==> config.mk <==
export PLATFORM = sky130hd
export DESIGN_NAME = pool_top
export DESIGN_NICKNAME = d
export VERILOG_FILES = /design/src/design/pool_pkg.sv /design/src/design/pool_apb_regs.sv /design/src/design/pool_ctrl.sv /design/src/design/pool_row_max.sv /design/src/design/pool_line_buf.sv /design/src/design/pool_top.sv
export SDC_FILE = /design/constraint.sdc
export NUM_CORES = 1
export LEC_CHECK = 0
export BUFFER_PORTS_ARGS = -buffer_cell sky130_fd_sc_hd__buf_2
export CAP_MARGIN = 40
export CORE_ASPECT_RATIO = 0.6
export CORE_MARGIN = 2
export CORE_UTILIZATION = 64
export CTS_BUF_LIST = sky130_fd_sc_hd__clkbuf_8
export DETAILED_ROUTE_END_ITERATION = 8
export PLACE_DENSITY_LB_ADDON = 0.08
export SKIP_LAST_GASP = 1
export SYNTH_ARGS = -nofsm -noshare
export SYNTH_HDL_FRONTEND = slang
export SYNTH_SLANG_ARGS = --single-unit
==> constraint.sdc <==
create_clock -name clk -period 13.48 [get_ports clk]
set_input_delay 4.044 -clock clk [delete_from_list [all_inputs] [get_ports clk]]
set_output_delay 4.044 -clock clk [all_outputs]
set_load 0.02 [all_outputs]
==> src/design/pool_pkg.sv <==
package pool_pkg;

  // pixel and pooled value width.
  localparam int DWIDTH  = 16;
  // size and position counters.
  localparam int LWIDTH  = 8;
  // largest square feature map, also the line buffer depth.
  localparam int MAX_FEA = 32;
  localparam int MWIDTH  = $clog2(MAX_FEA); // line buffer index.
  localparam int AWIDTH  = 4;                // apb address.
  // stages from a window's last pixel to its result.
  localparam int D_OUT   = 3;

  typedef enum logic [AWIDTH-1:0] {
    A_CTRL = 4'd0,
    A_FEA  = 4'd4,
    A_POOL = 4'd8,
    A_STAT = 4'd12
  } addr_e;

  typedef enum logic {
    S_WAIT,
    S_ACTIVE
  } state_e;

endpackage

==> src/design/pool_apb_regs.sv <==
`timescale 1ns/1ns

module pool_apb_regs (
  input  logic                        clk,
  input  logic                        xrst,
  input  logic [pool_pkg::AWIDTH-1:0] paddr,
  input  logic                        psel,
  input  logic                        penable,
  input  logic                        pwrite,
  input  logic [31:0]                 pwdata,
  output logic [31:0]                 prdata,
  output logic                        pready,
  output logic                        pslverr,
  input  logic                        done,
  output logic                        start_pulse,
  output logic [pool_pkg::LWIDTH-1:0] fea_size,
  output logic [pool_pkg::LWIDTH-1:0] pool_size,
  output logic                        busy
);

  pool_pkg::state_e            r_state;
  logic [pool_pkg::LWIDTH-1:0] r_fea_cfg;
  logic [pool_pkg::LWIDTH-1:0] r_pool_cfg;
  logic                        r_done;
  logic                        r_pslverr;
  logic                        cfg_bad;
  logic                        setup_start;
  logic                        access_wr;
  logic                        start_ok;

  assign pready  = 1'b1; // no wait states.
  assign pslverr = r_pslverr;
  assign busy    = r_state == pool_pkg::S_ACTIVE;

  // start is judged in the setup phase, answered in the access phase.
  assign cfg_bad = busy
                || r_pool_cfg == '0
                || r_fea_cfg == '0
                || r_fea_cfg > pool_pkg::LWIDTH'(pool_pkg::MAX_FEA)
                || (r_fea_cfg % r_pool_cfg) != '0;
  assign setup_start = psel && !penable && pwrite && pwdata[0]
                    && paddr == pool_pkg::A_CTRL;
  assign access_wr   = psel && penable && pwrite;
  assign start_ok    = access_wr && pwdata[0] && paddr == pool_pkg::A_CTRL && !r_pslverr;

  always_ff @(posedge clk) begin
    if (!xrst) begin
      r_pslverr <= 1'b0;
    end else if (psel && !penable) begin
      r_pslverr <= setup_start && cfg_bad;
    end else if (!psel) begin
      r_pslverr <= 1'b0;
    end
  end

  always_ff @(posedge clk) begin
    if (!xrst) begin
      r_fea_cfg  <= '0;
      r_pool_cfg <= '0;
    end else if (access_wr) begin
      if (paddr == pool_pkg::A_FEA)
        r_fea_cfg <= pwdata[pool_pkg::LWIDTH-1:0];
      if (paddr == pool_pkg::A_POOL)
        r_pool_cfg <= pwdata[pool_pkg::LWIDTH-1:0];
    end
  end

  always_ff @(posedge clk) begin
    if (!xrst) begin
      r_state     <= pool_pkg::S_WAIT;
      r_done      <= 1'b0;
      start_pulse <= 1'b0;
    end else begin
      start_pulse <= start_ok;
      if (start_ok) begin
        r_state <= pool_pkg::S_ACTIVE;
        r_done  <= 1'b0;
      end else if (done) begin
        r_state <= pool_pkg::S_WAIT;
        r_done  <= 1'b1; // sticky until next start.
      end
    end
  end

  // sizes frozen for the whole frame.
  always_ff @(posedge clk) begin
    if (start_ok) begin
      fea_size  <= r_fea_cfg;
      pool_size <= r_pool_cfg;
    end
  end

  always_comb begin
    case (paddr)
      pool_pkg::A_FEA:  prdata = 32'(r_fea_cfg);
      pool_pkg::A_POOL: prdata = 32'(r_pool_cfg);
      pool_pkg::A_STAT: prdata = {30'b0, r_done, busy};
      default:          prdata = '0;
    endcase
  end

  a_penable_psel: assert property (@(posedge clk) disable iff (!xrst) penable |-> psel);
  // the frame end only comes back for an accepted start.
  a_done_busy: assert property (@(posedge clk) disable iff (!xrst) done |-> busy);

endmodule

==> src/design/pool_ctrl.sv <==
`timescale 1ns/1ns

module pool_ctrl (
  input  logic                        clk,
  input  logic                        xrst,
  input  logic                        start_pulse,
  input  logic [pool_pkg::LWIDTH-1:0] fea_size,
  input  logic [pool_pkg::LWIDTH-1:0] pool_size,
  input  logic                        in_valid,
  output logic                        first_col,
  output logic                        last_col,
  output logic                        first_row,
  output logic                        win_done,
  output logic [pool_pkg::LWIDTH-1:0] col_idx,
  output logic                        out_start,
  output logic                        out_valid,
  output logic                        out_stop,
  output logic                        done
);

  pool_pkg::state_e            r_state;
  logic [pool_pkg::LWIDTH-1:0] r_x;
  logic [pool_pkg::LWIDTH-1:0] r_y;
  logic [pool_pkg::LWIDTH-1:0] r_wx;
  logic [pool_pkg::LWIDTH-1:0] r_wy;
  logic [pool_pkg::LWIDTH-1:0] r_ox;
  logic [pool_pkg::D_OUT-1:0]  r_start_sr;
  logic [pool_pkg::D_OUT-1:0]  r_valid_sr;
  logic [pool_pkg::D_OUT-1:0]  r_stop_sr;
  logic                        take;
  logic                        x_last;
  logic                        y_last;
  logic                        wx_last;
  logic                        wy_last;
  logic                        mark_valid;
  logic                        mark_start;
  logic                        mark_stop;

  assign take    = r_state == pool_pkg::S_ACTIVE && in_valid;
  assign x_last  = r_x == fea_size - 1'b1;
  assign y_last  = r_y == fea_size - 1'b1;
  assign wx_last = r_wx == pool_size - 1'b1;
  assign wy_last = r_wy == pool_size - 1'b1;

  always_ff @(posedge clk) begin
    if (!xrst) begin
      r_state <= pool_pkg::S_WAIT;
    end else begin
      case (r_state)
        pool_pkg::S_WAIT:
          if (start_pulse)
            r_state <= pool_pkg::S_ACTIVE;
        pool_pkg::S_ACTIVE:
          if (out_stop)
            r_state <= pool_pkg::S_WAIT;
        default:
          r_state <= pool_pkg::S_WAIT;
      endcase
    end
  end

  always_ff @(posedge clk) begin
    if (!xrst || r_state == pool_pkg::S_WAIT) begin
      r_x  <= '0;
      r_y  <= '0;
      r_wx <= '0;
      r_wy <= '0;
      r_ox <= '0;
    end else if (take) begin
      if (wx_last) begin
        r_wx <= '0;
        r_ox <= r_ox + 1'b1;
      end else begin
        r_wx <= r_wx + 1'b1;
      end
      if (x_last) begin // a row end is also a window end.
        r_x  <= '0;
        r_ox <= '0;
        r_y  <= y_last ? '0 : r_y + 1'b1;
        r_wy <= wy_last ? '0 : r_wy + 1'b1;
      end else begin
        r_x <= r_x + 1'b1;
      end
    end
  end

  // flags line up with the pixel registered in pool_row_max.
  always_ff @(posedge clk) begin
    if (!xrst) begin
      first_col <= 1'b0;
      last_col  <= 1'b0;
      first_row <= 1'b0;
      win_done  <= 1'b0;
      col_idx   <= '0;
    end else begin
      first_col <= take && r_wx == '0;
      last_col  <= take && wx_last;
      first_row <= take && r_wy == '0;
      win_done  <= take && wx_last && wy_last;
      col_idx   <= r_ox;
    end
  end

  assign mark_valid = take && wx_last && wy_last;
  assign mark_start = mark_valid && r_x == pool_size - 1'b1 && r_y == pool_size - 1'b1;
  assign mark_stop  = take && x_last && y_last;

  always_ff @(posedge clk) begin
    if (!xrst) begin
      r_start_sr <= '0;
      r_valid_sr <= '0;
      r_stop_sr  <= '0;
    end else begin
      r_start_sr <= {r_start_sr[pool_pkg::D_OUT-2:0], mark_start};
      r_valid_sr <= {r_valid_sr[pool_pkg::D_OUT-2:0], mark_valid};
      r_stop_sr  <= {r_stop_sr[pool_pkg::D_OUT-2:0], mark_stop};
    end
  end

  assign out_start = r_start_sr[pool_pkg::D_OUT-1];
  assign out_valid = r_valid_sr[pool_pkg::D_OUT-1];
  assign out_stop  = r_stop_sr[pool_pkg::D_OUT-1];
  assign done      = out_stop;

  a_no_idle_pixel: assert property (@(posedge clk) disable iff (!xrst)
    in_valid |-> r_state != pool_pkg::S_WAIT);
  a_stop_valid: assert property (@(posedge clk) disable iff (!xrst)
    out_stop |-> out_valid);

endmodule

==> src/design/pool_row_max.sv <==
`timescale 1ns/1ns

module pool_row_max (
  input  logic                               clk,
  input  logic                               xrst,
  input  logic                               in_valid,
  input  logic signed [pool_pkg::DWIDTH-1:0] in_data,
  input  logic                               first_col,
  input  logic                               last_col,
  output logic                               row_max_valid,
  output logic signed [pool_pkg::DWIDTH-1:0] row_max
);

  logic                               r_valid;
  logic signed [pool_pkg::DWIDTH-1:0] r_data;
  logic signed [pool_pkg::DWIDTH-1:0] r_max;
  logic signed [pool_pkg::DWIDTH-1:0] cur_max;

  // stage 1, same edge as the ctrl flags.
  always_ff @(posedge clk) begin
    if (!xrst)
      r_valid <= 1'b0;
    else
      r_valid <= in_valid;
  end

  always_ff @(posedge clk) begin
    r_data <= in_data;
  end

  // restart at the window's left edge.
  always_comb begin
    if (first_col || r_data > r_max)
      cur_max = r_data;
    else
      cur_max = r_max;
  end

  // stage 2.
  always_ff @(posedge clk) begin
    if (r_valid)
      r_max <= cur_max;
  end

  always_ff @(posedge clk) begin
    if (!xrst)
      row_max_valid <= 1'b0;
    else
      row_max_valid <= r_valid && last_col;
  end

  assign row_max = r_max; // holds until the next valid pixel.

endmodule

==> src/design/pool_line_buf.sv <==
`timescale 1ns/1ns

module pool_line_buf (
  input  logic                               clk,
  input  logic                               xrst,
  input  logic                               row_max_valid,
  input  logic signed [pool_pkg::DWIDTH-1:0] row_max,
  input  logic        [pool_pkg::LWIDTH-1:0] col_idx,
  input  logic                               first_row,
  input  logic                               win_done,
  output logic signed [pool_pkg::DWIDTH-1:0] out_data
);

  // partial column maxima of the current row band.
  logic signed [pool_pkg::DWIDTH-1:0] mem [pool_pkg::MAX_FEA];
  logic        [pool_pkg::MWIDTH-1:0] r_col;
  logic                               r_first_row;
  logic                               r_win_done;
  logic signed [pool_pkg::DWIDTH-1:0] stored;
  logic signed [pool_pkg::DWIDTH-1:0] merged;

  // flags arrive one stage ahead of row_max.
  always_ff @(posedge clk) begin
    if (!xrst) begin
      r_first_row <= 1'b0;
      r_win_done  <= 1'b0;
    end else begin
      r_first_row <= first_row;
      r_win_done  <= win_done;
    end
  end

  always_ff @(posedge clk) begin
    r_col <= col_idx[pool_pkg::MWIDTH-1:0];
  end

  assign stored = mem[r_col];

  always_comb begin
    if (r_first_row || row_max > stored)
      merged = row_max; // first row of a band overwrites.
    else
      merged = stored;
  end

  always_ff @(posedge clk) begin
    if (row_max_valid)
      mem[r_col] <= merged;
  end

  // stage 3.
  always_ff @(posedge clk) begin
    if (r_win_done)
      out_data <= merged;
  end

  // a window only closes on a row maximum.
  a_done_has_row: assert property (@(posedge clk) disable iff (!xrst)
    r_win_done |-> row_max_valid);

endmodule

==> src/design/pool_top.sv <==
`timescale 1ns/1ns

module pool_top (
  input  logic                               clk,
  input  logic                               xrst,
  input  logic        [pool_pkg::AWIDTH-1:0] paddr,
  input  logic                               psel,
  input  logic                               penable,
  input  logic                               pwrite,
  input  logic        [31:0]                 pwdata,
  output logic        [31:0]                 prdata,
  output logic                               pready,
  output logic                               pslverr,
  input  logic                               in_valid,
  input  logic signed [pool_pkg::DWIDTH-1:0] in_data,
  output logic                               out_start,
  output logic                               out_valid,
  output logic                               out_stop,
  output logic signed [pool_pkg::DWIDTH-1:0] out_data
);

  logic                               start_pulse;
  logic                               done;
  logic                               busy;
  logic        [pool_pkg::LWIDTH-1:0] fea_size;
  logic        [pool_pkg::LWIDTH-1:0] pool_size;
  logic                               first_col;
  logic                               last_col;
  logic                               first_row;
  logic                               win_done;
  logic        [pool_pkg::LWIDTH-1:0] col_idx;
  logic                               row_max_valid;
  logic signed [pool_pkg::DWIDTH-1:0] row_max;

  pool_apb_regs i_regs (
    .clk, .xrst, .paddr, .psel, .penable, .pwrite, .pwdata, .prdata, .pready, .pslverr,
    .done, .start_pulse, .fea_size, .pool_size, .busy
  );

  pool_ctrl i_ctrl (
    .clk, .xrst, .start_pulse, .fea_size, .pool_size, .in_valid,
    .first_col, .last_col, .first_row, .win_done, .col_idx,
    .out_start, .out_valid, .out_stop, .done
  );

  pool_row_max i_row_max (
    .clk, .xrst, .in_valid, .in_data, .first_col, .last_col, .row_max_valid, .row_max
  );

  pool_line_buf i_line_buf (
    .clk, .xrst, .row_max_valid, .row_max, .col_idx, .first_row, .win_done, .out_data
  );

  // frames only run while the register block reports busy.
  a_out_busy: assert property (@(posedge clk) disable iff (!xrst) out_valid |-> busy);

endmodule

==> After elaboration in Yosys (flattened, before gate mapping) <==
Memories as Yosys holds them, arrays and structs flattened. A register that Yosys moved wholly into a read port is not among the register bits.
Cells that the tools add are included.
{ "op_classes": {"eq_ne": 10, "n_mux": 17, "n_reduce_logical": 44, "n_div": 1, "n_addsub": 7, "bitwise": 2, "order_cmp": 3} }
{ "ops": {"columns": ["operator", "count"], "rows": [
  ["8-bit == test", 6],
  ["8-bit 2-to-1 mux", 6],
  ["8-bit by 1-bit adder with 8-bit output (second input constant)", 5],
  ["16-bit greater-than comparator", 2],
  ["8-bit zero test", 4],
  ["8-bit one-hot mux with 3 select lines", 1],
  ["1-bit logical AND", 20],
  ["16-bit 2-to-1 mux", 1],
  ["8-bit by 1-bit subtractor with 8-bit output (second input constant)", 2],
  ["2-bit AND reduction", 5],
  ["4-bit == test (second input constant)", 2],
  ["8-bit by 6-bit greater-than comparator with 1-bit output (second input constant)", 1],
  ["8-bit by 8-bit remainder unit with 8-bit output", 1],
  ["1-bit 2-to-1 mux", 8],
  ["8-bit nonzero test", 1],
  ["1-bit logical OR", 7],
  ["4-bit by 3-bit == test with 1-bit output (second input constant)", 1],
  ["4-bit zero test", 1],
  ["2-bit nonzero test", 2],
  ["1-bit zero test", 3],
  ["2-bit by 1-bit != test with 1-bit output (second input constant)", 1],
  ["1-bit inverter", 2],
  ["1-bit one-hot mux with 2 select lines", 1],
  ["2-bit OR reduction", 1]
]} }
{ "totals": {"inputBits": 58, "wordCells": 115, "mem_bits_rw": 512, "out_inout_bits": 53, "ff_bits": 152, "memories": 1} }
{ "mem_list": {"columns": ["name", "depth", "width", "read_ports", "rd_ports_with_merged_regs", "write_ports", "line_no", "source"], "rows": [
  ["i_line_buf.mem", 32, 16, 1, 1, 1, "pool_line_buf.sv:15", "logic signed [pool_pkg::DWIDTH-1:0] mem [pool_pkg::MAX_FEA];"]
]} }

==> Longest topological paths before layout <==
{ "depth": {"ltp_word": 7, "mapped_depth": 51, "depth_no_buf": 50} }

==> Hierarchy <==
Synthesis repeated with hierarchy kept, for this count alone.
{ "unflattened": {"cells_unflattened": 1913, "hier_area_um2": 29203.0} }
{ "by_module_without_submodules": {"columns": ["mod", "seq_area_each_um2", "area_each_um2", "cells_each", "instances"], "rows": [
  ["pool_line_buf", 15995.3, 20912.6, 996, 1],
  ["pool_ctrl", 1221.2, 3666.0, 440, 1],
  ["pool_apb_regs", 880.8, 3342.0, 385, 1],
  ["pool_row_max", 840.8, 1282.5, 92, 1]
]} }

==> Least setup slack after synthesis <==
No wires, ideal clock.
{ "synth_timing": {"kind": "reg2reg", "from": "register i_regs.r_pool_cfg[7] in the netlist's numbering", "to": "register i_regs.r_pslverr, in the netlist i_regs.pslverr", "setup_slack_ps": 2599, "t_required_ps": 13353, "path_buffers": 2, "synth_period_minus_slack_ps": 10881, "arrival_time_ps": 10754, "stages_incl_launch_ff": 49, "setup_time_ps": 127, "cell_sequence": "dfxtp_1 -> nor4_1 -> nand3_1 -> nor2_1 -> a21oi_1 -> a21oi_1 -> ha_1 -> nor4b_1 -> a311oi_1 -> o22a_1 -> ha_1 -> o211ai_1 -> a211o_1 -> or3_1 -> o21ai_0 -> ha_1 -> a21o_1 -> o21a_1 -> [13 not listed] -> a21oi_1 -> a22o_1 -> ha_1 -> nand3_1 -> o31ai_1 -> a221o_1 -> clkbuf_1 -> nor2_1 -> a21o_1 -> a21o_1 -> ha_1 -> o21ai_0 -> a21oi_1 -> or4b_2 -> nand2_1 -> a22oi_1 -> o32ai_1 -> a21oi_1"} }
{ "synth_via": {"elab_chain_cells": 7, "elab_cells_between_ends": 9, "classes_between": "div (1); mux (1); reduce/logical (7)"} }
{ "synth_rtl": {"columns": ["item", "line_no", "source"], "rows": [
  ["from (decl)", "pool_apb_regs.sv:23", "logic [pool_pkg::LWIDTH-1:0] r_pool_cfg;"],
  ["from (signal assigned)", "pool_apb_regs.sv:64", "r_pool_cfg <= pwdata[pool_pkg::LWIDTH-1:0];"],
  ["branches (longest 4 deep; another with 8-bit by 8-bit remainder unit with 8-bit output)", null, null],
  ["1-bit logical OR *", "pool_apb_regs.sv:40", "|| (r_fea_cfg % r_pool_cfg) != '0;"],
  ["1-bit logical AND *", "pool_apb_regs.sv:50", "r_pslverr <= setup_start && cfg_bad;"],
  ["1-bit 2-to-1 mux *", "pool_apb_regs.sv:49", "end else if (psel && !penable) begin"],
  ["to (signal assigned)", "pool_apb_regs.sv:50", null],
  ["to (decl)", "pool_apb_regs.sv:25", "logic r_pslverr;"]
]} }
Every way passes the cells marked *.
A chain may end at the register's enable or synchronous reset.

==> Worst setup path in the final report <==
{ "layout_timing": {"from": "register i_regs.r_pool_cfg[4] in the netlist's numbering", "to": "register i_regs.r_pslverr, in the netlist i_regs.pslverr"} }
The elaborated chain is that of the path after synthesis.

==> results_dict.tcl <==
set metrics [dict create \
    die_w_um 276 \
    netlist.area_leader.share 0.590 \
    slew_headroom 0.358 \
    slew_viol_final 0 \
    antenna_found_initial 1 \
    synth_edf_count 560 \
    wl_per_cell_um 25.7 \
    syn_area_sq_um 28500 \
    critical-path-top-delay-family "compound AO/OA/AOI/OAI gates" \
    cp_slowest_cell "or4b_2" \
    power_w 0.00426 \
    routabilityCongestion 0.892 \
    core_sq_um 43600 \
    start_kind "register" \
    yosys.area_share.xor_xnor 0.0286 \
    drtPass1Iterations 6 \
    finalCritPeriodShare 0.961 \
    n_antenna_cell 0 \
    p_leak_nw 11.4 \
    postRouteAntennaNets 0 \
    synth_top_family_by_area "multiplexers" \
    post_cts_resized 0 \
    cts_tree "built" \
    ir_drop_mv 0.136 \
    setup_viol 0 \
    drt-initial-drc-count 2254 \
    cts-buffers-inserted 92 \
    finalNetCount 2159 \
    rrSetupSlack_ns 0.53 \
    start_util 0.653 \
    pwr_density_cell_nw_per_um2 133 \
    clock_latency_ns 0.67 \
    synth_fa_ha_area_frac 0.0354 \
    grt_pass1_vias 16400 \
    grtUsageTotal 0.303 \
    async_reset_ff_frac 0 \
    die_area_sq_um 46300 \
    fin_crit_ns 12.95 \
    hold_buffers 0 \
    synth_seq_cells 659 \
    worst_pin_slew_ns 0.959 \
    cts_max_path_buffers 3 \
    synth.area.mux_share 0.115 \
    rows 59 \
    io_pins 111 \
    grt_pass1_wl_mm 103 \
    yosys.area.top_type "edfxtp_1" \
    routed_wl_mm 68.8 \
    timing.fmax_ghz 0.0772 \
    fin_skew_ns 0.0265 \
    synth.area.top_cells "edfxtp_1 (59%), mux4_2 (10%), dfxtp_1 (7.0%)" \
    die_y_um 167 \
    status "completed" \
    hold_class "register to register" \
    layout-drive-gt1-share 0.198 \
    path_max_fanout 16 \
    vias_per_cell 6.37 \
    yosys_most_used_dff "edfxtp_1" \
    syn_avg_cell_area_sq_um 15.3 \
    critPathKind "register to register" \
    rsz0062_at_grt "false" \
    worstSetupEndpointType "register" \
    syn_inst 1866 \
    worst-path-buf-inv 1 \
    finalHoldViolCount 0 \
    setup_tns_ns 0 \
    synth-simple-area-share 0.0719 \
    post-dp-hpwl_mm 46.2 \
    vias 17000 \
    synth_seq_area_share 0.660 \
    portBuffers 61 \
    drc 0 \
    cts_setup_buffers 0 \
    root_buffer "clkbuf_8" \
    synth_compound_area_frac 0.0562 \
    cts_htree_levels 3 \
    yosys_warnings 0 \
    synth_cell_types 81 \
    cp.required_ns 14.02 \
    clk_transition_reported_paths_ns 0.08 \
    cts_sinks 659 \
    drv_cap 0 \
    critPathMaxStageDelay_ns 0.65 \
    area_growth_pct 12.3 \
    grt_max_degree 133 \
    grt.overflow.total 0 \
    cp.arrival_ns 13.49 \
]
## layer usage
layer | track usage | vias up | wire, um
met5 | 0 | - | 16
met4 | 0.0651 | 2 | 977
met3 | 0.107 | 83 | 9830
met2 | 0.408 | 954 | 28600
met1 | 0.476 | 8567 | 29400
li1 | - | 7430 | -
## cells in the final DEF (no fill, tap or decap), types with 11 or more instances in the layout
master    netlist  final
conb_1          2     25
nand3_1        26     26
ha_1           79     79
edfxtp_1      560    560
o21ai_0        52     52
dfxtp_1        99     97
xor2_1         35     35
mux2i_1        35     20
nand2_1        76     76
or3_1          12     12
o22ai_1        26     26
nor2_1        142    142
mux4_2        128    128
buf_16          0     12
clkbuf_8        0     97
buf_4          25     51
buf_2           3     65
o21a_1         13     13
nand4_1        20     20
nor4_1         21     20
a21oi_1        44     44
nor2b_1        11     11
xnor2_1        45     45
and2_1         20     20
nor3_1         28     27
mux2i_4         0     15
clkinv_1        1     14
a21o_1         12     12
inv_1         130    172
and3_1         12     12
## final cells by class
cell class / instances / area, sq um
repair buffers: 132 / 1100
inverters: 131 / 492
fillers: 2689 / 11600
well taps: 579 / 724
multi-input cells: 1005 / 9050
clock inverters: 73 / 487
flip-flops and latches: 659 / 18800
clock buffers: 97 / 1340
## worst paths after layout
check / cells after the start / start / end
setup reg to reg: 45 / i_regs.r_pool_cfg[4] / i_regs.pslverr
setup / recovery: 45 / i_regs.r_pool_cfg[4] / i_regs.pslverr
hold reg to reg: 0 / i_ctrl.col_idx[0] / i_line_buf.r_col[0]
hold / removal: 0 / i_ctrl.col_idx[0] / i_line_buf.r_col[0]
## cells by family after synthesis
family          Yosys count
other cells               2
buf+inv                 225
simple gates            414
compound gates          235
xor+xnor                 85
mux                     166
flops                   659
fa+ha+maj                80
## state kept, by name (all words and copies together), names as in the netlist, 5 cells and up
register	cells
i_line_buf.out_data	16
i_row_max.row_max	16
i_ctrl.r_y	8
i_ctrl.r_wy	8
i_regs.r_pool_cfg	8
i_ctrl.r_wx	8
i_regs.r_fea_cfg	8
i_regs.pool_size	8
i_ctrl.r_x	8
i_ctrl.col_idx	5
i_row_max.r_data	16
i_regs.fea_size	8
i_line_buf.mem	512
i_ctrl.r_ox	5
i_line_buf.r_col	5
## per-stage QoR
| stage | util | area, sq um | std cells | hold WS [ns] | setup slack, ns |
|---|---|---|---|---|---|
| floorplan | - | 28600 | 1889 | 0.310 | 2.60 |
| detailed placement | 0.691 | 30200 | 2506 | 0.312 | 0.469 |
| CTS | 0.733 | 32000 | 2676 | 0.327 | 0.480 |
| global route | 0.733 | 32000 | 2676 | 0.331 | 0.00591 |
| global placement | 0.683 | 29800 | 2488 | 0.313 | 0.780 |
| finish | 0.733 | 32000 | 2676 | 0.325 | 0.527 |
## cells in the mapped netlist, types with 8 or more instances
cell	count
dfxtp_1	99
edfxtp_1	560
nor2_1	142
nor3_1	28
a22o_1	8
a22oi_1	9
clkbuf_1	52
mux4_2	128
o22ai_1	26
and2_1	20
a21oi_1	44
xor2_1	35
buf_1	14
or3_1	12
inv_1	130
nand3_1	26
o21ai_0	52
o21a_1	13
nand4_1	20
nand2_1	76
o2bb2ai_1	9
ha_1	79
nor2b_1	11
a21o_1	12
xnor2_1	45
buf_4	25
mux2i_1	35
and3_1	12
nor4_1	21
nand3b_1	9
## power by group
part	internal [W]	switching (W)
Sequential	0.00221	0.00000385
Combinational	0.000199	0.000299
Clock	0.000788	0.000754
Total	0.00320	0.00106
## worst reg2reg max path, delay by kind of cell (launching register included)
kind,cells,cell delay [ns]
compound gates,27,7.25
simple gates,10,2.80
fa+ha+maj,7,2.32
flops,1,0.40
buf+inv,1,0.07
Power figures use the tool's default switching activity.
